--- src/include/mem_stage_defines.svh ---
`ifndef MEM_STAGE_DEFINES_SVH
`define MEM_STAGE_DEFINES_SVH

// cache geometry
// words per line, index from addr[7:4]
`define MEM_LINE_WORDS 4
`define MEM_SETS 16

// backing memory depth in words, addresses wrap
`define MEM_WORDS 1024
// cycles from bus req to ack
`define MEM_LATENCY 3

// access width codes, 01 falls back to word
`define W_BYTE 2'b00
`define W_HALF 2'b10
`define W_WORD 2'b11

// exception codes
`define EXC_NONE 7'd0
`define EXC_ALE 7'd9

`endif

--- src/mem_stage_pkg.sv ---
package mem_stage_pkg;

    // bundle from the execute stage
    typedef struct packed {
        logic [4:0]  rd;
        logic [4:0]  rk;
        logic [31:0] data;
        logic        en;
        logic [31:0] sr;
        logic [31:0] imm;
        logic        write;
        logic [1:0]  width;
        logic [6:0]  exp;
    } ex_mem_t;

    // request into the data cache
    typedef struct packed {
        // level, high while a real access is presented
        logic        valid;
        // write 1, read 0
        logic        op;
        logic [31:0] addr;
        // byte strobes, already on their lanes
        logic [3:0]  write_type;
        logic [31:0] wdata;
    } cache_req_t;

    // fields carried from request half to response half
    typedef struct packed {
        logic [6:0] exp;
        logic [4:0] rd;
        logic       en;
        // memory access outstanding
        logic       access;
        logic [1:0] width;
        // byte offset addr[1:0]
        logic [1:0] off;
    } mid_t;

    // bundle out to writeback
    typedef struct packed {
        logic [6:0]  exp;
        logic [4:0]  rd;
        logic [31:0] data;
        logic        en;
    } wb_t;

    // cache to backing memory, word addressed
    typedef struct packed {
        logic        req;
        logic        we;
        logic [31:0] addr;
        logic [3:0]  wstrb;
        logic [31:0] wdata;
    } bus_req_t;

endpackage

--- src/dcache.sv ---
`timescale 1ns/1ns
`include "mem_stage_defines.svh"

module dcache (
    input  logic                       clk,
    input  logic                       arst_n,
    input  mem_stage_pkg::cache_req_t  creq,
    output logic                       data_valid,
    output logic [31:0]                r_data,
    output mem_stage_pkg::bus_req_t    bus,
    input  logic                       bus_ack,
    input  logic [31:0]                bus_rdata
);
    import mem_stage_pkg::*;

    localparam int IW = $clog2(`MEM_SETS);
    localparam int OW = $clog2(`MEM_LINE_WORDS);
    localparam int TW = 32 - IW - OW - 2;
    localparam logic [OW-1:0] LAST = OW'(`MEM_LINE_WORDS - 1);

    typedef enum logic [1:0] {
        S_IDLE,
        S_LOOKUP,
        S_FILL,
        S_WRITE
    } state_t;

    state_t              state;
    cache_req_t          rq;
    logic [`MEM_SETS-1:0] vld;
    logic [TW-1:0]       tag_q [`MEM_SETS];
    logic [31:0]         data_q [`MEM_SETS][`MEM_LINE_WORDS];
    logic [OW-1:0]       fill_cnt;
    logic [OW-1:0]       fill_next;
    logic [IW-1:0]       idx;
    logic [TW-1:0]       tag;
    logic [OW-1:0]       wsel;
    logic                hit;
    logic                accept;

    // split the held address
    assign tag  = rq.addr[31 -: TW];
    assign idx  = rq.addr[OW+2 +: IW];
    assign wsel = rq.addr[2 +: OW];
    assign hit  = vld[idx] && (tag_q[idx] == tag);

    // completion, read hit in lookup or write ack
    always_comb begin
        data_valid = 1'b0;
        case (state)
            S_LOOKUP: data_valid = !rq.op && hit;
            S_WRITE:  data_valid = bus_ack;
            default:  data_valid = 1'b0;
        endcase
    end

    // a new request only when idle or finishing the current one
    assign accept = creq.valid && ((state == S_IDLE) || data_valid);
    assign r_data = data_q[idx][wsel];

    // first fill word from lookup, then step on each ack
    assign fill_next = (state == S_FILL) ? fill_cnt + 1'b1 : '0;

    always_comb begin
        bus.req   = 1'b0;
        bus.we    = rq.op;
        bus.wstrb = rq.write_type;
        bus.wdata = rq.wdata;
        bus.addr  = {2'b00, rq.addr[31:2]};
        // fills walk the line from word 0
        if (!rq.op) begin
            bus.addr = {2'b00, rq.addr[31:OW+2], fill_next};
        end
        // write-through or miss start
        if (state == S_LOOKUP && (rq.op || !hit)) begin
            bus.req = 1'b1;
        end
        // next fill word as soon as the previous returns
        if (state == S_FILL && bus_ack && fill_cnt != LAST) begin
            bus.req = 1'b1;
        end
    end

    always_ff @(posedge clk or negedge arst_n) begin
        if (!arst_n) begin
            state    <= S_IDLE;
            vld      <= '0;
            fill_cnt <= '0;
        end else if (data_valid) begin
            state <= accept ? S_LOOKUP : S_IDLE;
        end else begin
            case (state)
                S_IDLE: begin
                    if (accept) begin
                        state <= S_LOOKUP;
                    end
                end
                // here only for a write or a read miss
                S_LOOKUP: begin
                    state    <= rq.op ? S_WRITE : S_FILL;
                    fill_cnt <= '0;
                end
                S_FILL: begin
                    if (bus_ack && fill_cnt == LAST) begin
                        // line complete, lookup again to return the word
                        state    <= S_LOOKUP;
                        vld[idx] <= 1'b1;
                    end else if (bus_ack) begin
                        fill_cnt <= fill_cnt + 1'b1;
                    end
                end
                default: state <= state;
            endcase
        end
    end

    // request payload, tags and line data
    always_ff @(posedge clk) begin
        if (accept) begin
            rq <= creq;
        end
        if (state == S_FILL && bus_ack) begin
            data_q[idx][fill_cnt] <= bus_rdata;
        end
        if (state == S_FILL && bus_ack && fill_cnt == LAST) begin
            tag_q[idx] <= tag;
        end
        // write hit merges strobed bytes, a miss leaves the cache alone
        if (state == S_LOOKUP && rq.op && hit) begin
            for (int b = 0; b < 4; b++) begin
                if (rq.write_type[b]) begin
                    data_q[idx][wsel][8*b +: 8] <= rq.wdata[8*b +: 8];
                end
            end
        end
    end

endmodule

--- config.mk ---
export PLATFORM = sky130hd
export DESIGN_NAME = dcache
export DESIGN_NICKNAME = d
export VERILOG_FILES = /design/src/mem_stage_pkg.sv /design/src/dcache.sv
export VERILOG_INCLUDE_DIRS = /design/src /design/src/include
export SDC_FILE = /design/constraint.sdc
export NUM_CORES = 2
export LEC_CHECK = 0
export BUFFER_PORTS_ARGS = -buffer_cell sky130_fd_sc_hd__buf_2
export CAP_MARGIN = 10
export CORE_MARGIN = 2
export CORE_UTILIZATION = 40
export CTS_BUF_LIST = sky130_fd_sc_hd__clkbuf_2 sky130_fd_sc_hd__clkbuf_4 sky130_fd_sc_hd__clkbuf_8
export DETAILED_ROUTE_END_ITERATION = 6
export HOLD_SLACK_MARGIN = 0.15
export MAX_ROUTING_LAYER = met4
export SYNTH_ARGS = -nofsm -noshare
export SYNTH_HDL_FRONTEND = slang
export SYNTH_SLANG_ARGS = --single-unit
--- constraint.sdc ---
create_clock -name clk -period 4.9 [get_ports clk]
set_clock_uncertainty 0.2 [all_clocks]
set_input_delay 0.245 -clock clk [delete_from_list [all_inputs] [get_ports clk]]
set_output_delay 0.245 -clock clk [all_outputs]
set_load 0.05 [all_outputs]
==> impl_metrics.tcl <==
set metrics [dict create \
    drt_iter0_drc 5226 \
    hp-class "in -> reg" \
    relSlewSlack_pct 12.38 \
    p_per_area_nw_per_um2 464.0 \
    post-route-period-util_pct 98.47 \
    rsz0062_at_grt "true" \
    crit_path_start_kind "flip-flop" \
    portBuffers 203 \
    hpwl_um 156300 \
    grt_pass1_vias 50140 \
    period_needed_ns 4.825 \
    postLayoutCellArea_um2 117800 \
    critPathBufInv 5 \
    cts_buffers 413 \
    drv_slew 0 \
    worstSkewPairLatency_ns 1.01 \
    clockBufferDepth 4 \
    p_leak_nw 38.17 \
    syn_avg_cell_area_um2 22.79 \
    antenna_found_initial 25 \
    use_met1_pct 28.66 \
    syn_inst 4371 \
    synth-seq-cells 2523 \
    synth_edf_count 2499 \
    slowest_delay_ns 0.57 \
    grt_pass1_wl_um 365100 \
    cts_tree "built" \
    drive_gt1_share_pct 39.71 \
    core_um2 248200 \
    grt_max_degree 106 \
    ant_nets 0 \
    top_usage_layer "met2" \
    met3_usage_pct 3.730 \
    via_per_inst 5.474 \
    critPathKind "reg -> reg" \
    area_growth_syn_to_layout_pct 18.31 \
    htreeDepth 5 \
    fin_util_pct 47.48 \
    worst_pin_slew_ns 1.314 \
    ios 208 \
    async_flop_share_pct 0.7927 \
    crit_family "buffers and inverters" \
    die_h_um 503.0 \
    grt.overflow.total 0 \
    track_usage_pct 20.95 \
    cp.required_ns 5.58 \
    clkSlewWorstSetupHoldPaths_ns 0.06 \
    syn_area_um2 99600 \
    synth-main-ff-cell "edfxtp_1" \
    worst_ep_arrival_time_ns 5.51 \
    drc_errors 0 \
    die_w_um 503.0 \
    worstPathCellList "buf_4 > buf_12 > mux4_2 > nand2_1 > o31ai_1 > a2111oi_2 > o221ai_4 > buf_4 > or4_4 > a31oi_4 > buf_12 > mux2_2 > dlygate4sd3_1" \
    setup_violations 0 \
    gp_congestion 0.8159 \
    numClockSinks 2523 \
    synth_cell_types 72 \
    end_kind "flip-flop" \
    root_buffer "clkbuf_8" \
    ir_drop_mv 0.3561 \
    finalWirelength_um 259800 \
    slowest_stage "dlygate4sd3_1" \
    firstDrtPassIters 7 \
    use_met2_pct 32.22 \
    wire_per_inst_um 28.86 \
    placed_area_um2 107300 \
    vias 49280 \
    yosysWarnings 0 \
    setup_tns_ns 0 \
    die-area_um2 253000 \
    worst-path-max-fanout 20 \
    clock.fmax_ghz 0.2073 \
    start_util_pct 40.13 \
    final_hold_viol_count 0 \
    rows 183 \
    synth-seq-area-share_pct 75.92 \
    nNetsFinal 5477 \
    status "finished, final reports clean" \
    maxCapViolCount 0 \
]
-- kinds of logic after synthesis --
kind of cell | share of synthesized area (%)
DFF | 75.92
AOI/OAI and AO/OA | 0.9309
buffers and inverters | 1.613
xor gates and xnor gates | 0.2111
and+or+nand+nor | 2.029
other | 0.003765
adders and majority gates | 0.1005
muxes | 19.19
-- repair_timing --
item                        CTS  global route
pin swaps                     7             6
hold buffers                179             0
resized for setup            46            19
cloned                       11             1
hold endpoints to repair   2302             0
buffers inserted             31             2
setup endpoints to repair    34           478
-- sequential cells by signal, indices dropped and copies added, names as in the netlist, named ones only --
| register | count |
|---|---|
| bus | 37 |
| data_q | 2048 |
| fill_cnt | 2 |
| idx | 4 |
| rq | 26 |
| state | 2 |
| tag_q | 384 |
| vld | 16 |
-- cells in the mapped netlist (7+ instances only) --
cell	number	area share [%]
nand3_1	13	0.065
mux4_2	732	17
buf_6	10	0.11
inv_1	9	0.034
or2_2	17	0.11
mux2_2	94	1.1
a31oi_1	8	0.050
nand2_1	36	0.14
nor2b_1	11	0.069
nand2b_1	9	0.057
buf_1	47	0.18
ha_1	8	0.10
nor2_1	283	1.1
mux2_1	68	0.77
dfrtp_1	20	0.50
xor2_1	9	0.079
edfxtp_1	2499	75
xnor2_1	15	0.13
a22oi_1	8	0.060
o21ai_0	12	0.060
a21oi_1	12	0.060
o22ai_1	18	0.11
nand3_4	16	0.28
buf_2	39	0.20
mux2i_1	80	0.80
a31oi_4	7	0.15
buf_4	82	0.62
clkbuf_1	121	0.46
-- report_power, final --
group / total [mW] / internal (mW) / switching (mW) / leakage [nW]
registers: 24.5 / 24.1 / 0.382 / 22.8
clock network: 17.6 / 9.40 / 8.21 / 4.13
logic: 12.6 / 5.41 / 7.20 / 11.3
-- area by class of cell --
type / count / area [um2]
inverter: 10 / 37.54
tap: 3330 / 4167
clock inverter: 167 / 1013
fill: 20380 / 130400
timing repair buffer: 877 / 7527
sequential: 2523 / 75640
antenna: 2 / 5.005
multi-input combinational: 1539 / 22660
clock buffer: 555 / 6794
-- through the flow --
step / cells / setup slack, ns / total power [mW] / hold WS [ns]
2_1_floorplan: 4372 / 0.2898 / 32.79 / -0.2506
3_3_place_gp: 8057 / 0.2059 / 36.70 / 0.02632
3_5_place_dp: 8057 / 0.2114 / 36.80 / 0.04337
4_1_cts: 8998 / -0.04077 / 55.11 / 0.1501
5_1_grt: 9003 / -0.03321 / 56.49 / 0.2387
6_report: 9003 / 0.07499 / 54.67 / 0.2340
-- worst min-delay path, cell delays in order --
cell           delay, ns
dlygate4sd3_1       0.53
buf_2               0.13
mux2_2              0.37
-- cells in the final DEF (no fill, tap or decap), types with 7 or more instances in the layout --
cell type      count
a21oi_1           12
a22oi_1            7
a31oi_4            9
buf_12            34
buf_16            19
buf_2            199
buf_4            429
buf_6             10
bufinv_16          8
clkbuf_4         135
clkbuf_8         420
clkinv_1         106
clkinv_2          33
dfrtp_1           20
dlygate4sd3_1    179
edfxtp_1        2499
ha_1               8
inv_1              9
mux2_1            60
mux2_2           102
mux2i_1           80
mux4_2           732
nand2_1           27
nand2_2           10
nand2b_1           8
nand3_2            7
nand3_4           16
nor2_1           264
nor2_4            16
nor2b_1           11
o21ai_0           11
o22ai_1           18
or2_2             17
xnor2_1           14
xor2_1             9
-- final timing paths --
kind	start	endpoint	slack, ns	cells after the start
max in group asynchronous	arst_n	fill_cnt[1]	3.55	3
min in group asynchronous	arst_n	vld[15]	0.31	3
hold reg to reg	vld[7]	vld[7]	0.27	1
setup / recovery	flip-flop	flip-flop	0.07	13
hold / removal	bus_rdata[11]	data_q[5][43]	0.23	3
setup reg to reg	flip-flop	flip-flop	0.07	13
-- routing by layer --
layer / share of wire [%] / routed length (um)
met5: 0 / 0
met4: 3.0 / 7832
met3: 8.4 / 21720
met2: 48 / 124300
met1: 41 / 105900
Power figures use the tool's default switching activity.
