===== config.mk =====
export PLATFORM = sky130hd
export DESIGN_NAME = mem_resp
export DESIGN_NICKNAME = d
export VERILOG_FILES = /design/src/mem_stage_pkg.sv /design/src/mem_resp.sv
export VERILOG_INCLUDE_DIRS = /design/src /design/src/include
export SDC_FILE = /design/constraint.sdc
export NUM_CORES = 1
export LEC_CHECK = 0
export BUFFER_PORTS_ARGS = -buffer_cell sky130_fd_sc_hd__buf_2
export CORE_MARGIN = 3
export CORE_UTILIZATION = 30
export DETAILED_ROUTE_END_ITERATION = 8
export PLACE_DENSITY = 0.8
export SYNTH_ARGS = -nofsm -noshare
export SYNTH_HDL_FRONTEND = slang
export SYNTH_SLANG_ARGS = --single-unit

===== constraint.sdc =====
create_clock -name vclk -period 0.92
set_input_delay 0.184 -clock vclk [all_inputs]
set_output_delay 0.184 -clock vclk [all_outputs]
set_load 0.02 [all_outputs]

===== src/include/mem_stage_defines.svh =====
`ifndef MEM_STAGE_DEFINES_SVH
`define MEM_STAGE_DEFINES_SVH

// cache geometry
// words per line, index from addr[7:4]
`define MEM_LINE_WORDS 4
`define MEM_SETS 16

// backing memory depth in words, addresses wrap
`define MEM_WORDS 1024
// cycles from bus req to ack
`define MEM_LATENCY 3

// access width codes, 01 falls back to word
`define W_BYTE 2'b00
`define W_HALF 2'b10
`define W_WORD 2'b11

// exception codes
`define EXC_NONE 7'd0
`define EXC_ALE 7'd9

`endif


===== src/mem_stage_pkg.sv =====
package mem_stage_pkg;

    // bundle from the execute stage
    typedef struct packed {
        logic [4:0]  rd;
        logic [4:0]  rk;
        logic [31:0] data;
        logic        en;
        logic [31:0] sr;
        logic [31:0] imm;
        logic        write;
        logic [1:0]  width;
        logic [6:0]  exp;
    } ex_mem_t;

    // request into the data cache
    typedef struct packed {
        // level, high while a real access is presented
        logic        valid;
        // write 1, read 0
        logic        op;
        logic [31:0] addr;
        // byte strobes, already on their lanes
        logic [3:0]  write_type;
        logic [31:0] wdata;
    } cache_req_t;

    // fields carried from request half to response half
    typedef struct packed {
        logic [6:0] exp;
        logic [4:0] rd;
        logic       en;
        // memory access outstanding
        logic       access;
        logic [1:0] width;
        // byte offset addr[1:0]
        logic [1:0] off;
    } mid_t;

    // bundle out to writeback
    typedef struct packed {
        logic [6:0]  exp;
        logic [4:0]  rd;
        logic [31:0] data;
        logic        en;
    } wb_t;

    // cache to backing memory, word addressed
    typedef struct packed {
        logic        req;
        logic        we;
        logic [31:0] addr;
        logic [3:0]  wstrb;
        logic [31:0] wdata;
    } bus_req_t;

endpackage


===== src/mem_resp.sv =====
`timescale 1ns/1ns
`include "mem_stage_defines.svh"

module mem_resp (
    input  mem_stage_pkg::mid_t  mid,
    input  logic                 data_valid,
    input  logic [31:0]          r_data,
    output mem_stage_pkg::wb_t   wb,
    output logic                 stall
);
    logic [31:0] shifted;
    logic [31:0] loaded;

    // bring the addressed byte lane down to bit 0
    assign shifted = r_data >> {mid.off, 3'b000};

    // zero extend by width
    always_comb begin
        case (mid.width)
            `W_BYTE: loaded = {24'b0, shifted[7:0]};
            `W_HALF: loaded = {16'b0, shifted[15:0]};
            default: loaded = shifted;
        endcase
    end

    assign wb.exp  = mid.exp;
    assign wb.rd   = mid.rd;
    assign wb.en   = mid.en;
    // nothing read for exceptions or plain pass-through items
    assign wb.data = mid.access ? loaded : 32'b0;

    // hold upstream until the cache finishes
    assign stall = mid.access && !data_valid;

endmodule


==> summary.txt, run 1 <==
Status
  – Status: finished with violations
  – Failing checks: setup timing

Synth
  – Post-synth top area share: 0.2126
  – Commonest cells in the netlist: mux2i_1 (16), a211oi_1 (15), buf_4 (13)
  – Post-Syn Area: between 700 and 800 µm²
  – Sequential area share after synthesis: 0
  – Post-Synthesis Net Count: roughly 150
  – Yosys warns: 0
  – Synth area leaders: mux2i_1 (21%), a211oi_1 (15%), buf_4 (13%)
  – Unique masters post-synth: 19
  – Most numerous cell in the Yosys netlist: mux2i_1
  – Mean post-synth cell area: between 7 and 8 µm²
  – Largest area contributor in the netlist: mux2i_1
  – Mapped Cells: slightly below 100

Power
  – Pwr Density: between 500 and 600 nW/µm²
  – Leak: 0.0008385 µW
  – VDD IR max: about 0.41 mV

Detailed routing
  – DR top layer: met4
  – Residual DRC: 0
  – Initial DRC count: 54
  – Pre-antenna DRT Iters: 4
  – Metal-1 WL: around 1.9 mm
  – Routed Wire Length: around 5.0 mm
  – Drt wl/cell: 25.24 µm
  – Post-DRT Antenna Nets: 0
  – Avg Vias per Cell: a little under 6
  – Met3 wire length: around 370 µm
  – WL met2: roughly 2.5 mm
  – Via Count: 1149

Global route
  – Pin count of the biggest net entering global routing: 13
  – GRT overflow: 0
  – First-pass GRT wire length: between 6 and 7 mm
  – GRT Util Overall: 0.2729
  – Antenna violations before repair: 0
  – Vias in the first global route: ~1200

Worst setup path
  – Slowest cell on the critical path: and2b_2
  – CP max FO: 6
  – Crit path required time: around 0.74 ns
  – Crit path kind: in2out
  – Cells along the critical path: buf_12 -> buf_12 -> and2b_2 -> a211oi_4 -> a211oi_4 -> buf_6
  – Crit. End Element: output pin
  – Crit path arrival time: ~1.1 ns
  – Max incr delay on CP: around 0.23 ns
  – Startpoint Class: input port

Timing
  – Period utilization: 1.382
  – Max-slew violation count: 0
  – Unrepaired setup endpoints after global routing: yes
  – Final Critical Period: 1.272 ns
  – PnR worst setup slack: -0.3517 ns
  – Slew of the pin with the lowest slew margin: about 0.3 ns
  – Relative slew slack: 0.7954
  – Max Freq: slightly below 800 MHz
  – Final setup vio count: 32
  – Hold Fails Final Rpt: 0

Run
  – Max-cap violation count: 0

Cells and area
  – Layout cells sized above 1: 0.9532
  – Ant diodes: 0
  – Final core area utilization: 0.8622
  – Area growth syn-to-layout: 163.0%
  – Design area: around 2000 µm²
  – Clock buffers: 0
  – Reg area: 0 µm²
  – Fin nets: between 200 and 250
  – FF+latch count: 0

Min path
  – Hold path depth: 0
  – Hold endpoint: wb[0]
  – Min-Delay Path Class: in2out
  – Min-delay src: mid[5]

Floorplan
  – Die height: ~56 µm
  – Die W: around 56 µm
  – Num ports: 97
  – Starting Density: 0.3279
  – DIE AREA: approximately 3100 µm²
  – Row cnt: 17
  – Core ar.: approximately 2300 µm²

Placement
  – Routability cong.: between 0.8 and 0.9
  – Placed cell areas: approximately 1400 µm²
  – Buffers on Ports: 71
  – Dpl hpwl: 2.439 mm
  – Worst slack, placed: -0.4792 ns
-- cell type report --
class / count / area, µm²
tap: 28 / 35.03
timing repair buffer: 93 / 862.1
fill: 89 / 316.6
multi-input combinational: 78 / 1084
-- critical path, delay by kind of cell --
| kind | cells | cell delay (ns) |
|---|---|---|
| buffers and inverters | 3 | 0.40 |
| and+or+nand+nor | 1 | 0.23 |
| AOI/OAI and AO/OA | 2 | 0.27 |
-- worst max-delay path by stage --
stage,startpoint,end,slack (ns)
floorplan,mid[0],wb[12],-0.14
global placement,mid[0],wb[10],-0.45
detailed placement,mid[0],wb[10],-0.48
CTS,mid[0],wb[10],-0.30
global route,mid[0],wb[11],-0.39
finish,mid[0],wb[10],-0.35
-- what timing repair did --
action | 4_1_cts | 5_1_grt
hold buffers | 0 | 0
gates resized for setup | 98 | 27
cloned | 2 | 0
setup endpoints to repair | 32 | 32
pin swaps | 21 | 8
buffers inserted | 2 | 3
-- per-stage QoR --
step                TNS (ns)  total power (µW)  hold slack (ns)  std cells
finish                -9.243              1104           0.3680        199
global route          -9.839              1136           0.3680        199
CTS                   -7.962             987.7           0.3681        196
detailed placement    -12.10             746.5           0.3681        192
global placement      -11.00             730.3           0.3681        192
floorplan             -3.209             605.2           0.4461         98
-- cell families (layout without fill, tap and decap cells) --
kind of cell | Yosys count | in the layout | synth area share
compound gates | 25 | 25 | 0.2392
buf+inv | 20 | 93 | 0.2226
simple gates | 37 | 37 | 0.3256
mux | 16 | 16 | 0.2126
-- metal layers --
layer  up-vias  global-route usage
met2        78              0.4908
met5         -                   0
li1        488                   -
met3        22             0.05336
met4         0              0.1220
met1       561              0.3061
-- where the power goes --
part / internal (µW) / total (µW) / switching, µW
clock network: 0 / 0 / 0
registers: 0 / 0 / 0
logic: 556 / 1100 / 547
-- cells in the final DEF (no fill, tap or decap), types with 4 or more instances in the layout --
master / instances
buf_2: 36
buf_6: 35
buf_4: 13
mux2i_4: 12
a211oi_2: 9
and2_4: 8
nand2b_4: 7
a211oi_4: 7
buf_12: 6
nor2_2: 5
o22ai_4: 5
nor2b_4: 4
(Power assumes the default switching activity.)
==> run 2, diff against run 1 <==
--- a/config.mk
+++ b/config.mk
@@ -10,7 +10,8 @@
 export CORE_MARGIN = 3
 export CORE_UTILIZATION = 30
 export DETAILED_ROUTE_END_ITERATION = 8
-export PLACE_DENSITY = 0.8
+export PLACE_DENSITY = 0.89
 export SYNTH_ARGS = -nofsm -noshare
 export SYNTH_HDL_FRONTEND = slang
 export SYNTH_SLANG_ARGS = --single-unit
+export TNS_END_PERCENT = 20
==> constraint.sdc (replaced) <==
create_clock -name vclk -period 0.92
set_input_delay 0.092 -clock vclk [all_inputs]
set_output_delay 0.092 -clock vclk [all_outputs]
set_load 0.02 [all_outputs]
==> run 2 against run 1 <==
The run still ends with setup timing left. Non-clock buffer count is 8 lower. Combinational power is 31% lower. Flip-flop and latch count stayed put. Via count is 14% lower. Total power is 31% lower. Core utilization is 20 points lower. Design area is 24% lower. Worst hold slack worse by 0.18 ns. Maximum frequency is 33% higher. First-iteration DRC count is 89% lower. Largest power group unchanged.
==> summary.txt, run 2 (same netlist as run 1, synthesis figures left out) <==
Status
  – Status: finished with violations (unchanged)
  – Failing checks: setup timing (unchanged)

Detailed routing
  – Residual DRC: 0 (unchanged)
  – Drt wl/cell: 15.46 µm (was 25.24 µm)
  – Via Count: 991 (was 1149)
  – Post-DRT Antenna Nets: 0 (unchanged)
  – Routed Wire Length: 2.953 mm (was 5.022 mm)
  – Initial DRC count: 6 (was 54)
  – Pre-antenna DRT Iters: 3 (was 4)
  – Avg Vias per Cell: 5.188 (was 5.774)

Timing
  – Setup TNS: -0.3417 ns (was -9.243 ns)
  – Slew of the pin with the lowest slew margin: 0.2411 ns (was 0.3063 ns)
  – Relative slew slack: 0.8383 (was 0.7954)
  – Final setup vio count: 14 (was 32)
  – Max Freq: 1046 MHz (was 786.4 MHz)
  – Period utilization: 1.040 (was 1.382)
  – Min Hold Slack: 0.1840 ns (was 0.3680 ns)
  – Hold Fails Final Rpt: 0 (unchanged)
  – Unrepaired setup endpoints after global routing: yes (unchanged)
  – Max-slew violation count: 0 (unchanged)
  – Final Critical Period: 0.9564 ns (was 1.272 ns)
  – PnR worst setup slack: -0.03642 ns (was -0.3517 ns)

Worst setup path
  – Crit. End Element: output pin (unchanged)
  – CP max FO: 8 (was 6)
  – Crit path kind: in2out (unchanged)
  – Crit path arrival time: 0.86 ns (was 1.09 ns)
  – Crit path required time: 0.83 ns (was 0.74 ns)
  – Setup crit end: wb[32] (was wb[10])
  – Startpoint Class: input port (unchanged)
  – Critical Path Source: mid[1] (was mid[0])

Min path
  – Min-delay src: mid[15] (was mid[5])
  – Min-Delay Path Class: in2out (unchanged)

Power
  – Pwr Density: 500.6 nW/µm² (was 557.3 nW/µm²)
  – Leak: 0.0007597 µW (was 0.0008385 µW)
  – Sw frac: 0.4761 (was 0.4959)
  – VDD IR max: 0.2676 mV (was 0.4068 mV)
  – Int Pwr: 397.1 µW (was 556.4 µW)
  – Sequential power share: 0 (about the same)
  – Clock group share of total power: 0 (about the same)
  – Final Power: 757.9 µW (was 1104 µW)
  – Psw: 360.9 µW (was 547.5 µW)
  – Logic pwr share: 1.000 (about the same)

Floorplan
  – Die height: 56.11 µm (unchanged)
  – Die W: 56.11 µm (unchanged)
  – Core ar.: 2297 µm² (unchanged)
  – Row cnt: 17 (unchanged)
  – Num ports: 97 (unchanged)
  – DIE AREA: 3148 µm² (unchanged)
  – Starting Density: 0.3279 (unchanged)

Cells and area
  – Fillers: 216 (was 89)
  – Area growth syn-to-layout: 101.0% (was 163.0%)
  – Ant diodes: 0 (unchanged)
  – Clock buffers: 0 (unchanged)
  – Non-filler cells, final: 191 (was 199)
  – Layout cells sized above 1: 0.7914 (was 0.9532)
  – Fin nets: 216 (was 224)
  – Area occupied by multi-input gates: 783.3 µm² (was 1084 µm²)
  – Most frequent cells in the layout: buf_2 (44), buf_4 (24), a211oi_2 (15) (was buf_2 (36), buf_6 (35), buf_4 (13))
  – FF+latch count: 0 (unchanged)
  – Reg area: 0 µm² (unchanged)
  – Commonest non-fill, non-tap cell in the layout: buf_2 (unchanged)

Placement
  – Routability cong.: 0.7764 (was 0.8277)
  – Dpl hpwl: 2.068 mm (was 2.439 mm)
  – Dpl cells: 186 (was 192)
  – Worst slack, placed: -0.2026 ns (was -0.4792 ns)
  – Buffers on Ports: 71 (unchanged)

Global route
  – GRT overflow: 0 (unchanged)
  – First-pass GRT wire length: 4.692 mm (was 6.679 mm)
  – Vias in the first global route: 981 (was 1175)
  – GRT Util Overall: 0.1779 (was 0.2729)
  – Antenna violations before repair: 0 (unchanged)
  – Pin count of the biggest net entering global routing: 10 (was 13)

Run
  – Max-cap violation count: 0 (unchanged)
==> run 2: cell types whose count changed in the layout (fill, tap and decap cells not counted), moves of 7 or more <==
cell	before	now
a211oi_4	7	0
buf_4	13	24
buf_2	36	44
o22ai_1	0	8
mux2i_1	3	12
buf_6	35	8
mux2i_4	12	1
==> run 2: repair_timing <==
| action | CTS | global route |
|---|---|---|
| endpoints found under the setup margin | 32 | 32 |
| setup buffers | 0 | 1 |
| pin swaps | 23 | 12 |
| cloned | 4 | 0 |
| resized for setup | 66 | 17 |
| hold buffers | 0 | 0 |
| hold endpoints to repair | 0 | 0 |
==> run 2: how the worst min path moves through the flow <==
stage	cells after the start	to
after global placement	0	wb[40]
after floorplan	1	stall
after CTS	0	wb[40]
after detailed placement	0	wb[40]
final	0	wb[42]
after global routing	0	wb[33]
==> run 2: routing by layer <==
metal	GRT usage	wire length [µm]
met5	0	0
met4	0	0
met3	0.03712	250
met2	0.3422	1578
met1	0.2115	1123
==> run 2: final cells by class <==
class / count / area share
multi-input combinational: 78 / 0.5174
timing repair buffer: 85 / 0.4595
tap: 28 / 0.02314
==> run 2: worst max-delay path, stage by stage <==
cell and delay (ns):
buf_8 0.11, nand3b_4 0.16, nor2_4 0.20, and2_4 0.19, buf_6 0.11
==> run 2: power groups by stage <==
stage          Sequential [µW]  Combinational [µW]  Clock, µW
6_report                     0                 758          0
5_1_grt                      0                 811          0
4_1_cts                      0                 726          0
3_5_place_dp                 0                 548          0
3_3_place_gp                 0                 539          0
2_1_floorplan                0                 412          0
==> run 2: per-stage QoR <==
stage	util	instance area, µm²
5_1_grt	0.6590	1514
3_3_place_gp	0.4815	1106
2_1_floorplan	-	780.7
4_1_cts	0.6291	1445
6_report	0.6590	1514
3_5_place_dp	0.4815	1106
==> run 3, diff against run 2 <==
--- a/config.mk
+++ b/config.mk
@@ -7,6 +7,7 @@
 export NUM_CORES = 1
 export LEC_CHECK = 0
 export BUFFER_PORTS_ARGS = -buffer_cell sky130_fd_sc_hd__buf_2
+export CORE_ASPECT_RATIO = 0.7
 export CORE_MARGIN = 3
 export CORE_UTILIZATION = 30
 export DETAILED_ROUTE_END_ITERATION = 8
==> constraint.sdc (replaced) <==
create_clock -name vclk -period 0.87
set_input_delay 0.087 -clock vclk [all_inputs]
set_output_delay 0.087 -clock vclk [all_outputs]
set_load 0.02 [all_outputs]
==> run 3 against run 2 <==
The run still ends with setup timing left. Flip-flop and latch count is the same. Design area grew 8.8%. Global-route usage grew 1.3 points. Combinational power grew 17%. Routed wire length grew 5.5%. Worst hold slack lost 0.010 ns. Worst setup slack lost 0.10 ns. Sequential share of layout area is the same. Clock-buffer cell count is the same. Total power grew 17%. Core utilization grew 7.0 points. Critical path depth grew 1. Largest cell class unchanged.
==> summary.txt, run 3 (same netlist as run 1, synthesis figures left out) <==
Global route
  – Vias in the first global route: 977 (was 981)
  – GRT overflow: 0 (unchanged)
  – First-pass GRT wire length: 4.636 mm (was 4.692 mm)
  – Antenna violations before repair: 0 (unchanged)
  – GRT Util Overall: 0.1905 (was 0.1779)
  – Pin count of the biggest net entering global routing: 13 (was 10)

Cells and area
  – FF+latch count: 0 (unchanged)
  – Area occupied by multi-input gates: 829.5 µm² (was 783.3 µm²)
  – Most frequent cells in the layout: buf_2 (40), buf_4 (26), buf_6 (20) (was buf_2 (44), buf_4 (24), a211oi_2 (15))
  – Design area: 1648 µm² (was 1514 µm²)
  – Reg area: 0 µm² (unchanged)
  – Ant diodes: 0 (unchanged)
  – Area growth syn-to-layout: 118.8% (was 101.0%)
  – Final core area utilization: 0.7292 (was 0.6590)
  – Fillers: 173 (was 216)
  – Fin nets: 224 (was 216)
  – Clock buffers: 0 (unchanged)
  – Commonest non-fill, non-tap cell in the layout: buf_2 (unchanged)
  – Layout cells sized above 1: 0.8012 (was 0.7914)

Placement
  – Placed cell areas: 1214 µm² (was 1106 µm²)
  – Dpl hpwl: 2.167 mm (was 2.068 mm)
  – Worst slack, placed: -0.3422 ns (was -0.2026 ns)
  – Buffers on Ports: 71 (unchanged)
  – Routability cong.: 0.7328 (was 0.7764)

Timing
  – Max-slew violation count: 0 (unchanged)
  – Slew of the pin with the lowest slew margin: 0.4519 ns (was 0.2411 ns)
  – Relative slew slack: 0.6976 (was 0.8383)
  – Hold Fails Final Rpt: 0 (unchanged)
  – Final Critical Period: between 1 and 1.5 ns
  – PnR worst setup slack: -0.1388 ns (was -0.03642 ns)
  – Max Freq: approximately 990 MHz
  – Unrepaired setup endpoints after global routing: yes (unchanged)
  – Setup TNS: -2.223 ns (was -0.3417 ns)
  – Period utilization: 1.160
  – Final setup vio count: 31 (was 14)

Floorplan
  – DIE AREA: 3157 µm² (was 3148 µm²)
  – Row cnt: 14 (was 17)
  – Num ports: 97 (unchanged)
  – Die W: 65.89 µm (was 56.11 µm)
  – Core ar.: 2260 µm² (was 2297 µm²)
  – Starting Density: 0.3333 (was 0.3279)
  – Die height: 47.92 µm (was 56.11 µm)

Worst setup path
  – Crit path kind: in2out (unchanged)
  – Crit path arrival time: 0.92 ns (was 0.86 ns)
  – Crit. End Element: output pin (unchanged)
  – Cells along the critical path: buf_12 -> buf_12 -> buf_6 -> mux2i_4 -> o22ai_2 -> buf_6 (was buf_8 -> nand3b_4 -> nor2_4 -> and2_4 -> buf_6)
  – Startpoint Class: input port (unchanged)
  – CP max FO: 6 (was 8)
  – Slowest cell on the critical path: mux2i_4 (was nor2_4)
  – Max incr delay on CP: 0.18 ns (was 0.20 ns)
  – Crit path required time: 0.78 ns (was 0.83 ns)

Status
  – Failing checks: setup timing (unchanged)
  – Status: finished with violations (unchanged)

Min path
  – Min-Delay Path Class: in2out (unchanged)
  – Hold path depth: 0 (unchanged)

Detailed routing
  – Avg Vias per Cell: 5.059 (was 5.188)
  – Via Count: 1027 (was 991)
  – Drt wl/cell: 15.34 µm (was 15.46 µm)
  – Post-DRT Antenna Nets: 0 (unchanged)
  – Routed Wire Length: 3.114 mm (was 2.953 mm)
  – Residual DRC: 0 (unchanged)
  – Initial DRC count: 13 (was 6)
  – Pre-antenna DRT Iters: 4 (was 3)

Clock network
  – Post-CTS Setup Bufs: 0 (unchanged)

Power
  – Final Power: 883.6 µW (was 757.9 µW)
  – Leak: 0.0007848 µW (was 0.0007597 µW)
  – Pwr Density: 536.2 nW/µm² (was 500.6 nW/µm²)
  – VDD IR max: 0.3435 mV (was 0.2676 mV)

Run
  – Max-cap violation count: 0 (unchanged)
[run 3: changes by cell type in the layout (fill, tap and decap cells not counted), sizes merged]
cell and delta:
buf +8
[run 3: critical path, delay by kind of cell]
family	cells	cell delay, ns
buffers and inverters	4	0.50
AOI/OAI and AO/OA	1	0.15
muxes	1	0.18
[run 3: through the flow]
stage               hold slack, ns  instances
floorplan                   0.2521         98
global placement            0.1741        200
detailed placement          0.1741        200
CTS                         0.1741        203
global route                0.1740        203
finish                      0.1740        203
[run 3: power by group]
group          switching [µW]  internal [µW]  leakage, µW  total, µW
Sequential                  0              0            0          0
Clock                       0              0            0          0
Combinational             417            466     0.000785        884
Total                     417            466     0.000785        884
[run 3: path summary, 6_finish.rpt]
path	from	endpoint	slack, ns
max	mid[0]	wb[4]	-0.14
min	mid[10]	wb[37]	0.17
[run 3: timing repair]
action | CTS | global route
gates resized for setup | 66 | 26
cloned | 3 | 0
setup endpoints to repair | 32 | 32
hold buffers | 0 | 0
pin swaps | 20 | 8
[run 3: final cells by class]
cell class,count,share of cell area
multi-input combinational,78,0.5034
timing repair buffer,93,0.4723
tap,32,0.02430
[run 3: per-layer routing]
| metal | global-route usage | vias to the layer above | share of wire |
|---|---|---|---|
| met3 | 0.01878 | 0 | 0.075 |
| met2 | 0.3785 | 51 | 0.50 |
| met4 | 0 | 0 | 0 |
| met5 | 0 | - | 0 |
| met1 | 0.2414 | 488 | 0.42 |
| li1 | - | 488 | - |
