$ cat config.mk
export PLATFORM = sky130hd
export DESIGN_NAME = mem_req
export DESIGN_NICKNAME = d
export VERILOG_FILES = /design/src/mem_stage_pkg.sv /design/src/mem_req.sv
export VERILOG_INCLUDE_DIRS = /design/src /design/src/include
export SDC_FILE = /design/constraint.sdc
export NUM_CORES = 1
export LEC_CHECK = 0
export BUFFER_PORTS_ARGS = -buffer_cell sky130_fd_sc_hd__buf_2
export CAP_MARGIN = 0
export CELL_PAD_IN_SITES_DETAIL_PLACEMENT = 1
export CELL_PAD_IN_SITES_GLOBAL_PLACEMENT = 1
export CORE_ASPECT_RATIO = 0.5
export CORE_MARGIN = 4
export CORE_UTILIZATION = 29
export DETAILED_ROUTE_END_ITERATION = 8
export PLACE_DENSITY_LB_ADDON = 0.1
export RECOVER_POWER = 50
export SYNTH_ARGS = -nofsm -noshare
export SYNTH_HDL_FRONTEND = slang
export SYNTH_SLANG_ARGS = --single-unit
$ cat constraint.sdc
create_clock -name clk -period 2.7 [get_ports clk]
set_input_delay 0.135 -clock clk [delete_from_list [all_inputs] [get_ports clk]]
set_output_delay 0.135 -clock clk [all_outputs]
set_load 0.02 [all_outputs]
$ cat src/include/mem_stage_defines.svh
`ifndef MEM_STAGE_DEFINES_SVH
`define MEM_STAGE_DEFINES_SVH

// cache geometry
// words per line, index from addr[7:4]
`define MEM_LINE_WORDS 4
`define MEM_SETS 16

// backing memory depth in words, addresses wrap
`define MEM_WORDS 1024
// cycles from bus req to ack
`define MEM_LATENCY 3

// access width codes, 01 falls back to word
`define W_BYTE 2'b00
`define W_HALF 2'b10
`define W_WORD 2'b11

// exception codes
`define EXC_NONE 7'd0
`define EXC_ALE 7'd9

`endif

$ cat src/mem_stage_pkg.sv
package mem_stage_pkg;

    // bundle from the execute stage
    typedef struct packed {
        logic [4:0]  rd;
        logic [4:0]  rk;
        logic [31:0] data;
        logic        en;
        logic [31:0] sr;
        logic [31:0] imm;
        logic        write;
        logic [1:0]  width;
        logic [6:0]  exp;
    } ex_mem_t;

    // request into the data cache
    typedef struct packed {
        // level, high while a real access is presented
        logic        valid;
        // write 1, read 0
        logic        op;
        logic [31:0] addr;
        // byte strobes, already on their lanes
        logic [3:0]  write_type;
        logic [31:0] wdata;
    } cache_req_t;

    // fields carried from request half to response half
    typedef struct packed {
        logic [6:0] exp;
        logic [4:0] rd;
        logic       en;
        // memory access outstanding
        logic       access;
        logic [1:0] width;
        // byte offset addr[1:0]
        logic [1:0] off;
    } mid_t;

    // bundle out to writeback
    typedef struct packed {
        logic [6:0]  exp;
        logic [4:0]  rd;
        logic [31:0] data;
        logic        en;
    } wb_t;

    // cache to backing memory, word addressed
    typedef struct packed {
        logic        req;
        logic        we;
        logic [31:0] addr;
        logic [3:0]  wstrb;
        logic [31:0] wdata;
    } bus_req_t;

endpackage

$ cat src/mem_req.sv
`timescale 1ns/1ns
`include "mem_stage_defines.svh"

module mem_req (
    input  logic                       clk,
    input  logic                       arst_n,
    input  mem_stage_pkg::ex_mem_t     ex,
    input  logic                       stall,
    output mem_stage_pkg::cache_req_t  creq,
    output mem_stage_pkg::mid_t        mid
);
    import mem_stage_pkg::*;

    logic [31:0] addr;
    logic        misalign;
    logic [3:0]  strb;
    logic        go;
    mid_t        mid_d;

    // effective address
    assign addr = ex.sr + ex.imm;

    // halfword needs even address, word needs 4-byte boundary
    always_comb begin
        case (ex.width)
            `W_BYTE: misalign = 1'b0;
            `W_HALF: misalign = addr[0];
            default: misalign = |addr[1:0];
        endcase
    end

    // strobes before lane shift
    always_comb begin
        case (ex.width)
            `W_BYTE: strb = 4'b0001;
            `W_HALF: strb = 4'b0011;
            default: strb = 4'b1111;
        endcase
    end

    // real access only when enabled, clean and aligned
    assign go = ex.en && (ex.exp == `EXC_NONE) && !misalign;

    assign creq.valid      = go;
    assign creq.op         = ex.write;
    assign creq.addr       = addr;
    // move strobes and data onto the addressed byte lanes
    assign creq.write_type = strb << addr[1:0];
    assign creq.wdata      = ex.data << {addr[1:0], 3'b000};

    always_comb begin
        mid_d.rd     = ex.rd;
        mid_d.en     = ex.en;
        mid_d.access = go;
        mid_d.width  = ex.width;
        mid_d.off    = addr[1:0];
        // an earlier exception wins over misalignment
        if (ex.exp != `EXC_NONE) begin
            mid_d.exp = ex.exp;
        end else if (ex.en && misalign) begin
            mid_d.exp = `EXC_ALE;
        end else begin
            mid_d.exp = `EXC_NONE;
        end
    end

    // stage register, frozen during stall
    always_ff @(posedge clk or negedge arst_n) begin
        if (!arst_n) begin
            mid <= '0;
        end else if (!stall) begin
            mid <= mid_d;
        end
    end

endmodule

==> key figures, run 1 <==
Power
  • Sequential power share: 16.6%
  • Switching share of power: 47.0%
  • Net Switching: around 880 µW
  • PD cells: between 400 and 500 nW/µm²
  • Clk network pwr share: 17.3%
  • Cell Int Power: about 990 µW
  • Pleak: about 2.2 nW
  • Combinational Power Share: approximately 66%
  • Max VDD drop: 201 µV

STA
  • Final setup vio count: 0
  • Fmax achieved: about 400 MHz
  • Fin Setup TNS: 0 ps
  • Final Critical Period: about 2500 ps
  • Slew @ Worst Pin: about 1000 ps
  • Slew HR: 30.1%
  • Final Cycle Share: roughly 93%
  • RSZ-0062 raised after global routing: false
  • Setup Skew: 0 ps
  • Max Slew Vio Count: 0
  • Hold Vio Cnt, Final: 0

Synthesis
  • Most numerous cell in the Yosys netlist: a21oi_1
  • Syn Inst Count: 393
  • Synthesis Warnings: 0
  • Synth Register Bits: 18
  • Post-synth top cells: a21oi_1 (38), nand2_1 (33), nor2_1 (33)
  • Number of flops mapped to enable cells by yosys: 0
  • Synth top area cells: dfrtp_1 (15%), ha_1 (13%), a21oi_1 (6.3%)
  • Asr flop ratio synth: 100%
  • Sequential area share after synthesis: 14.8%
  • Post-Synthesis Net Count: 545
  • Synth Area in Compound Gates: about a quarter
  • Largest family of logic cells by synthesized area: compound AO/OA/AOI/OAI gates
  • Synth Area in XOR/XNOR: ~7%
  • Simple-Gate Fraction of Synth Area: about a fifth
  • Mux share of post-synthesis cell area: about 11%
  • Cell taking the most area after synthesis: dfrtp_1
  • Ys flop type: dfrtp_1
  • Netlist cell types: 57
  • Adder-cell share of the synthesized area: 13.4%
  • Share of the synthesized area in the top cell type: between 10% and 20%
  • Avg Cell Area, Syn: between 7 and 8 µm²
  • Mapped Area: just over 3000 µm²

Floorplanning
  • Die H: 80.4 µm
  • Die area: ~12000 µm²
  • I/O pin total: approximately 210
  • Die X: roughly 150 µm
  • Row count: 26
  • Starting density of the core: approximately 30%
  • Core Area: 10200 µm²

Placed design
  • DP Area: 4170 µm²
  • RePlAce Congestion: about 0.83
  • Number of port buffers: 200
  • Hpwl dp: between 9 and 10 mm

Worst setup path
  • CP arrival: around 2400 ps
  • Nature of the critical path startpoint: primary input
  • CP max FO: 4
  • Crit end category: output pin
  • Crit path kind: primary input to output pin
  • Worst path required time: around 2600 ps

Finish
  • Largest registers: mid: 18 flops
  • Biggest register: mid
  • Post-Route Utilization: ~42%
  • Post-route cell area: between 4000 and 5000 µm²
  • Largest register FFs: 18
  • Fillers: about 1300
  • Area taken by multi-input logic gates: 2450 µm²
  • Area Overhead vs Synth: 41.2%
  • Share of layout cells above drive strength 1: about two fifths
  • Final nets: approximately 740
  • Ant. Diodes: 0
  • Sequential cell area: approximately 450 µm²

Global route
  • Total GRT Usage: roughly 17%
  • Largest net degree at the start of global routing: 22
  • First-pass GRT wire length: 17.9 mm
  • Global route total overflow: 0
  • Initial antenna violation count: 0
  • Vias in the first global route: roughly 3600

Detailed routing
  • Via-per-instance ratio: ~4.9
  • Vias: 3557
  • Routed WL per cell: around 15 µm
  • Detailed Routing Iterations Pass 1: 4
  • Initial drt markers: 74
  • DRC violations left: 0
  • Total Wirelength: about 11 mm
  • ANT nets after route: 0

Worst hold path
  • Hold Crit Class: primary input to flip-flop

Clocking
  • Clk_lat worst skew: about 250 ps
  • Clock slew at reported path FFs: 50 ps
  • Clock Path Buffers: 2
  • Max H-tree Level: 1
  • Clock sink total: 18
  • CTS tree: built
  • Root buffer cell: clkbuf_16
  • TritonCTS buffer count: 3

Outcome
  • Status: complete, no violations

Run
  • MaxCap Viol Count: 0
==> repair_timing <==
item,4_1_cts,5_1_grt
hold buffers,1,0
setup buffers,0,0
gates resized for setup,0,12
setup endpoints to repair,0,5
endpoints found under the hold margin,18,0
==> cell usage in the layout (no fill, tap or decap), types with 2 or more instances in the layout <==
master and count:
a21boi_0 2, dfrtp_1 18, o21bai_1 2, o21ai_0 28, o21a_1 4, nand4_1 5
ha_1 29, mux2i_1 17, o31ai_2 2, clkbuf_16 3, inv_1 13, buf_2 175
a31oi_1 4, xnor2_1 15, and4_1 3, nor2b_1 11, nor3_2 2, nor3_1 3
a21oi_1 37, buf_4 12, a211oi_1 10, o21ai_2 2, a21oi_2 3, o211ai_1 3
nor4_1 3, a31o_2 2, nor2_1 33, mux2_2 15, a21o_1 16, clkbuf_1 26
nand2_1 33, ha_2 2, and2_1 12, nand3_1 5, xor2_1 10, and3_1 3
==> power groups by stage <==
stage               clock, mW  combinational, mW  sequential (mW)
floorplan                   0              0.778            0.347
global placement            0               1.23            0.312
detailed placement          0               1.25            0.314
CTS                     0.332               1.25            0.310
global route            0.348               1.36            0.314
finish                  0.323               1.24            0.311
==> cell type report <==
type | count | area share (%)
Multi-Input combinational cell | 336 | 57.2
Sequential cell | 18 | 10.5
Tap cell | 140 | 4.08
Inverter | 13 | 1.14
Clock buffer | 4 | 2.07
Timing Repair Buffer | 214 | 25.0
==> logic make-up after synthesis <==
kind of cell               count (synthesis)
buffers and inverters                     39
xor gates and xnor gates                  25
adders and majority gates                 32
DFF                                       18
and+or+nand+nor                          123
muxes                                     32
AOI/OAI and AO/OA                        124
==> final timing paths <==
path / startpoint / endpoint / slack, ps / cells after the start
max in group asynchronous: arst_n / mid[4] / 1510 / 2
worst min-delay path: ex[113] / mid[7] / 120 / 2
min in group asynchronous: arst_n / mid[16] / 580 / 2
worst max-delay path: ex[20] / creq[66] / 190 / 11
worst min register to register: mid[1] / mid[1] / 490 / 2
worst max register to register: mid[17] / mid[17] / 1920 / 1
==> metrics by stage <==
step	total power, mW	cells	hold slack, ps	setup slack (ps)
after floorplan	1.13	393	-161	266
after global placement	1.55	720	90.2	66.3
after detailed placement	1.56	720	86.7	52.5
after CTS	1.89	725	119	25.9
after global routing	2.02	725	122	23.8
final	1.87	725	122	191
==> layer usage <==
metal / wire length (µm) / vias up / GRT usage (%)
li1: - / 1809 / -
met1: 5050 / 1658 / 21.2
met2: 5630 / 86 / 33.3
met3: 485 / 4 / 2.69
met4: 28 / 0 / 1.33
met5: 0 / - / 0
==> critical path: stages <==
cell     delay [ps]
buf_2           100
ha_1            330
a21o_1          230
a221o_1         410
a41oi_2         220
o31ai_2          90
buf_4           150
nor3b_4         250
o41ai_4         120
xor2_1          160
buf_4           170
Note: power is estimated with default switching activity, not from simulation.
==> run 2, diff against run 1 <==
- clock period: 2.7 -> 2.4 ns (I/O delays scaled with it)
==> key figures, run 2 (synthesis results as in run 1) <==
Clocking
  • TritonCTS buffer count: 3
  • Clk_lat worst skew: roughly 240 ps
  • Clock Path Buffers: 2
  • Clock sink total: 18
  • Clock slew at reported path FFs: 50 ps
  • Root buffer cell: clkbuf_16
  • CTS tree: built
  • Max H-tree Level: 1

Power
  • Switching share of power: 45.0%
  • Total Power Consumption: around 2.3 mW
  • Clk network pwr share: between 10% and 20%
  • Combinational Power Share: between 60% and 70%
  • Pleak: roughly 2.5 nW
  • PD cells: 465 nW/µm²
  • Net Switching: ~1.0 mW
  • Cell Int Power: around 1.3 mW
  • Max VDD drop: around 310 µV
  • Sequential power share: roughly 15%

Finish
  • Largest registers: mid: 18 flops
  • Area Overhead vs Synth: 64.7%
  • Final nets: 786
  • Post-route cell area: between 5000 and 6000 µm²
  • Largest register FFs: 18
  • Share of layout cells above drive strength 1: roughly half
  • Most frequent cells in the layout: buf_2 (188), buf_4 (64), a21oi_1 (33)
  • Post-Route Utilization: approximately 49%
  • Most common cell after layout, fill and taps aside: buf_2
  • Biggest register: mid
  • Ant. Diodes: 0

Detailed routing
  • Initial drt markers: 72
  • DRC violations left: 0
  • Routed WL per cell: between 15 and 20 µm
  • ANT nets after route: 0
  • Via-per-instance ratio: slightly below 5
  • Vias: about 3800
  • Total Wirelength: ~12 mm
  • Detailed Routing Iterations Pass 1: 4

Worst setup path
  • Crit end category: output pin
  • Most frequent CP cell: buf_4
  • CP bufs+invs: 5
  • Top Family by Delay on Critical Path: buffers and inverters
  • CP max FO: 3
  • Crit-path cells: buf_2 -> ha_4 -> nand4_1 -> buf_4 -> nor4_4 -> a41oi_2 -> o31ai_2 -> buf_4 -> nor3b_4 -> o41ai_2 -> buf_4 -> xor2_2 -> buf_6
  • Crit-path max cell delay: 310 ps
  • CP max-delay cell: o41ai_2
  • Crit path kind: primary input to output pin
  • Reg2reg setup slack: between 1500 and 2000 ps
  • Nature of the critical path startpoint: primary input
  • Worst path required time: about 2300 ps
  • CP arrival: between 2000 and 2500 ps

Worst hold path
  • Hold Crit Class: primary input to flip-flop

Floorplanning
  • Die X: between 150 and 200 µm
  • I/O pin total: 208
  • Die area: between 10000 and 15000 µm²
  • Row count: 26
  • Die H: roughly 80 µm
  • Core Area: between 10000 and 15000 µm²
  • Starting density of the core: between 20% and 30%

Placed design
  • DP Area: between 4000 and 5000 µm²
  • Number of port buffers: 200
  • Hpwl dp: about 9.9 mm
  • RePlAce Congestion: a little over 0.8

Run
  • MaxCap Viol Count: 0

Outcome
  • Status: complete, no violations

STA
  • Setup Skew: 0 ps
  • Final setup vio count: 0
  • Max Slew Vio Count: 0
  • Slew @ Worst Pin: around 1100 ps
  • Fin Setup TNS: 0 ps
  • Hold Vio Cnt, Final: 0
  • Hold Slack: 104 ps
  • Final Cycle Share: between 90% and 100%
  • RSZ-0062 raised after global routing: true
  • Final Critical Period: 2390 ps
  • Slew HR: 29.5%
  • Fmax achieved: about 420 MHz

Global route
  • Largest net degree at the start of global routing: 26
  • Initial antenna violation count: 0
  • Global route total overflow: 0
  • Total GRT Usage: about 18%
  • First-pass GRT wire length: 18.5 mm
  • Vias in the first global route: between 3000 and 4000
==> run 2: cell types whose count changed in the layout (fill, tap and decap cells not counted), sizes merged <==
cell,previous run,this run
buf,187,257
clkbuf,30,8
==> run 2: final cells by class <==
cell class | count | area, µm²
inverter | 13 | 48.8
multi-input combinational | 336 | 2740
fill | 1312 | 5210
clock buffer | 4 | 88.8
tap | 140 | 175
sequential | 18 | 450
timing repair buffer | 262 | 1500
==> run 2: stage by stage <==
step	instances	worst slack (ps)
6_report	773	7.69
5_1_grt	773	-97.8
4_1_cts	765	-96.7
3_5_place_dp	757	-277
3_3_place_gp	757	-260
2_1_floorplan	393	41.0
==> run 2: what timing repair did <==
item	CTS	global route
setup buffers	3	8
hold buffers	1	0
pin swaps	19	25
gates resized for setup	31	35
endpoints found under the hold margin	18	0
setup endpoints to repair	10	14
==> run 2: power by group through the flow <==
| stage | sequential [mW] | combinational, mW | clock [mW] |
|---|---|---|---|
| after floorplan | 0.391 | 0.878 | 0 |
| after global placement | 0.351 | 1.47 | 0 |
| after detailed placement | 0.354 | 1.48 | 0 |
| after CTS | 0.349 | 1.55 | 0.369 |
| after global routing | 0.352 | 1.76 | 0.385 |
| final | 0.348 | 1.62 | 0.364 |
==> run 2: final timing paths <==
kind / to / depth (start not counted) / from
setup / recovery: creq[66] / 13 / ex[26]
hold / removal: mid[10] / 2 / ex[116]
setup reg to reg: mid[9] / 1 / mid[9]
hold reg to reg: mid[2] / 2 / mid[2]
max in group asynchronous: mid[17] / 2 / arst_n
min in group asynchronous: mid[15] / 2 / arst_n
==> run 2: metal layers <==
layer | share of wire, % | track usage, %
met2 | 51 | 34.1
met3 | 4.2 | 2.64
met4 | 0.85 | 2.04
met5 | 0 | 0
met1 | 44 | 21.4
==> run 3, diff against run 2 <==
- HOLD_SLACK_MARGIN: default -> 0.12
==> key figures, run 3 (synthesis results as in run 1) <==
Clocking
  • Clock slew at reported path FFs: ~50 ps
  • Clock sink total: 18
  • Clk_lat worst skew: between 200 and 250 ps
  • Clock Path Buffers: 2
  • Root buffer cell: clkbuf_16
  • TritonCTS buffer count: 3
  • Max H-tree Level: 1
  • CTS tree: built

Worst setup path
  • Crit-path max cell delay: ~500 ps
  • Crit end category: output pin
  • Nature of the critical path startpoint: primary input
  • Worst path required time: 2280 ps
  • Top Family by Delay on Critical Path: simple AND/OR/NAND/NOR gates
  • Crit path kind: primary input to output pin
  • CP bufs+invs: 4
  • CP max-delay cell: or4bb_1
  • Most frequent CP cell: buf_6
  • CP arrival: between 2000 and 2500 ps
  • CP max FO: 3
  • Crit-path cells: buf_6 -> ha_4 -> inv_2 -> fa_2 -> nand2b_4 -> a21oi_4 -> o21ai_2 -> buf_4 -> o21ai_4 -> a21oi_2 -> or4bb_1 -> nand4_1 -> buf_6

Detailed routing
  • Routed WL per cell: roughly 16 µm
  • Via-per-instance ratio: 4.94
  • Initial drt markers: 86
  • Total Wirelength: between 10 and 15 mm
  • DRC violations left: 0
  • ANT nets after route: 0
  • Vias: about 3800
  • Detailed Routing Iterations Pass 1: 4

Power
  • Cell Int Power: 1.28 mW
  • Combinational Power Share: between 60% and 70%
  • Sequential power share: 14.9%
  • PD cells: around 460 nW/µm²
  • Pleak: 2.55 nW
  • Max VDD drop: ~310 µV
  • Clk network pwr share: 15.6%
  • Net Switching: 1.05 mW
  • Switching share of power: between 40% and 50%

Placed design
  • RePlAce Congestion: 0.826
  • Hpwl dp: 9.88 mm
  • Number of port buffers: 200
  • DP Area: about 4500 µm²

Floorplanning
  • Starting density of the core: 29.8%
  • I/O pin total: roughly 210
  • Die X: between 150 and 200 µm
  • Die area: roughly 12000 µm²
  • Die H: between 80 and 90 µm
  • Row count: 26
  • Core Area: around 10000 µm²

STA
  • RSZ-0062 raised after global routing: true
  • Final Critical Period: 2390 ps
  • Hold Vio Cnt, Final: 0
  • Slew @ Worst Pin: approximately 1100 ps
  • Setup Skew: 0 ps
  • Hold Slack: ~120 ps
  • Max Slew Vio Count: 0
  • Fmax achieved: approximately 420 MHz
  • Final Cycle Share: around 99%
  • Final setup vio count: 0
  • Slew HR: ~30%

Finish
  • Most common cell after layout, fill and taps aside: buf_2
  • Largest register FFs: 18
  • Share of layout cells above drive strength 1: 51.6%
  • Largest registers: mid: 18 flops
  • Biggest register: mid
  • Ant. Diodes: 0
  • Post-route cell area: 5050 µm²
  • Area Overhead vs Synth: 66.0%
  • Final nets: 790
  • Most frequent cells in the layout: buf_2 (189), buf_4 (64), a21oi_1 (33)

Global route
  • Global route total overflow: 0
  • Largest net degree at the start of global routing: 26
  • First-pass GRT wire length: around 19 mm
  • Vias in the first global route: roughly 4000
  • Initial antenna violation count: 0
  • Total GRT Usage: ~18%

Run
  • MaxCap Viol Count: 0

Outcome
  • Status: complete, no violations

Worst hold path
  • Hold Crit Class: primary input to flip-flop
==> run 3: cell types whose count changed in the layout (fill, tap and decap cells not counted) <==
cell	before	now
buf_2	188	189
dlygate4sd3_1	1	5
clkbuf_1	4	3
==> run 3: final timing paths <==
kind / end / depth (start not counted) / startpoint / slack, ps
worst max-delay path: creq[54] / 13 / ex[10] / 10
worst min-delay path: mid[17] / 2 / ex[6] / 120
worst max register to register: mid[9] / 1 / mid[9] / 1620
worst min register to register: mid[2] / 2 / mid[2] / 490
max in group asynchronous: mid[5] / 2 / arst_n / 1240
min in group asynchronous: mid[15] / 2 / arst_n / 560
==> run 3: stage by stage <==
stage / std cells / setup slack (ps) / setup TNS [ps] / utilization (%) / power (mW)
2_1_floorplan: 393 / 41.0 / 0 / - / 1.27
3_3_place_gp: 757 / -260 / -793 / 43.6 / 1.82
3_5_place_dp: 757 / -277 / -1050 / 43.6 / 1.83
4_1_cts: 769 / -96.7 / -96.7 / 46.9 / 2.28
5_1_grt: 777 / -97.8 / -191 / 49.4 / 2.50
6_report: 777 / 12.3 / 0 / 49.4 / 2.34
==> run 3: area by class of cell <==
| class | count | area, µm² |
|---|---|---|
| Inverter | 13 | 48.8 |
| Sequential cell | 18 | 450 |
| Timing Repair Buffer | 266 | 1540 |
| Fill cell | 1308 | 5170 |
| Clock buffer | 4 | 88.8 |
| Multi-Input combinational cell | 336 | 2740 |
| Tap cell | 140 | 175 |
==> run 3: power by group through the flow <==
stage / sequential, mW / combinational, mW / clock, mW
after floorplan: 0.391 / 0.878 / 0
after global placement: 0.351 / 1.47 / 0
after detailed placement: 0.354 / 1.48 / 0
after CTS: 0.349 / 1.56 / 0.369
after global routing: 0.352 / 1.77 / 0.385
final: 0.349 / 1.62 / 0.364
==> run 3: repair_timing <==
| action | CTS | global route |
|---|---|---|
| setup buffers | 3 | 8 |
| endpoints found under the hold margin | 22 | 0 |
| hold buffers | 5 | 0 |
| resized for setup | 31 | 35 |
| pin swaps | 19 | 25 |
| endpoints found under the setup margin | 10 | 14 |
==> run 3: metal layers <==
metal  up-vias  routed length, µm  global-route usage (%)
met1      1817               5270                    21.8
met2        96               6230                    34.8
li1       1915                  -                       -
met4         0                 77                    1.69
met5         -                  0                       0
met3         8                498                    2.58
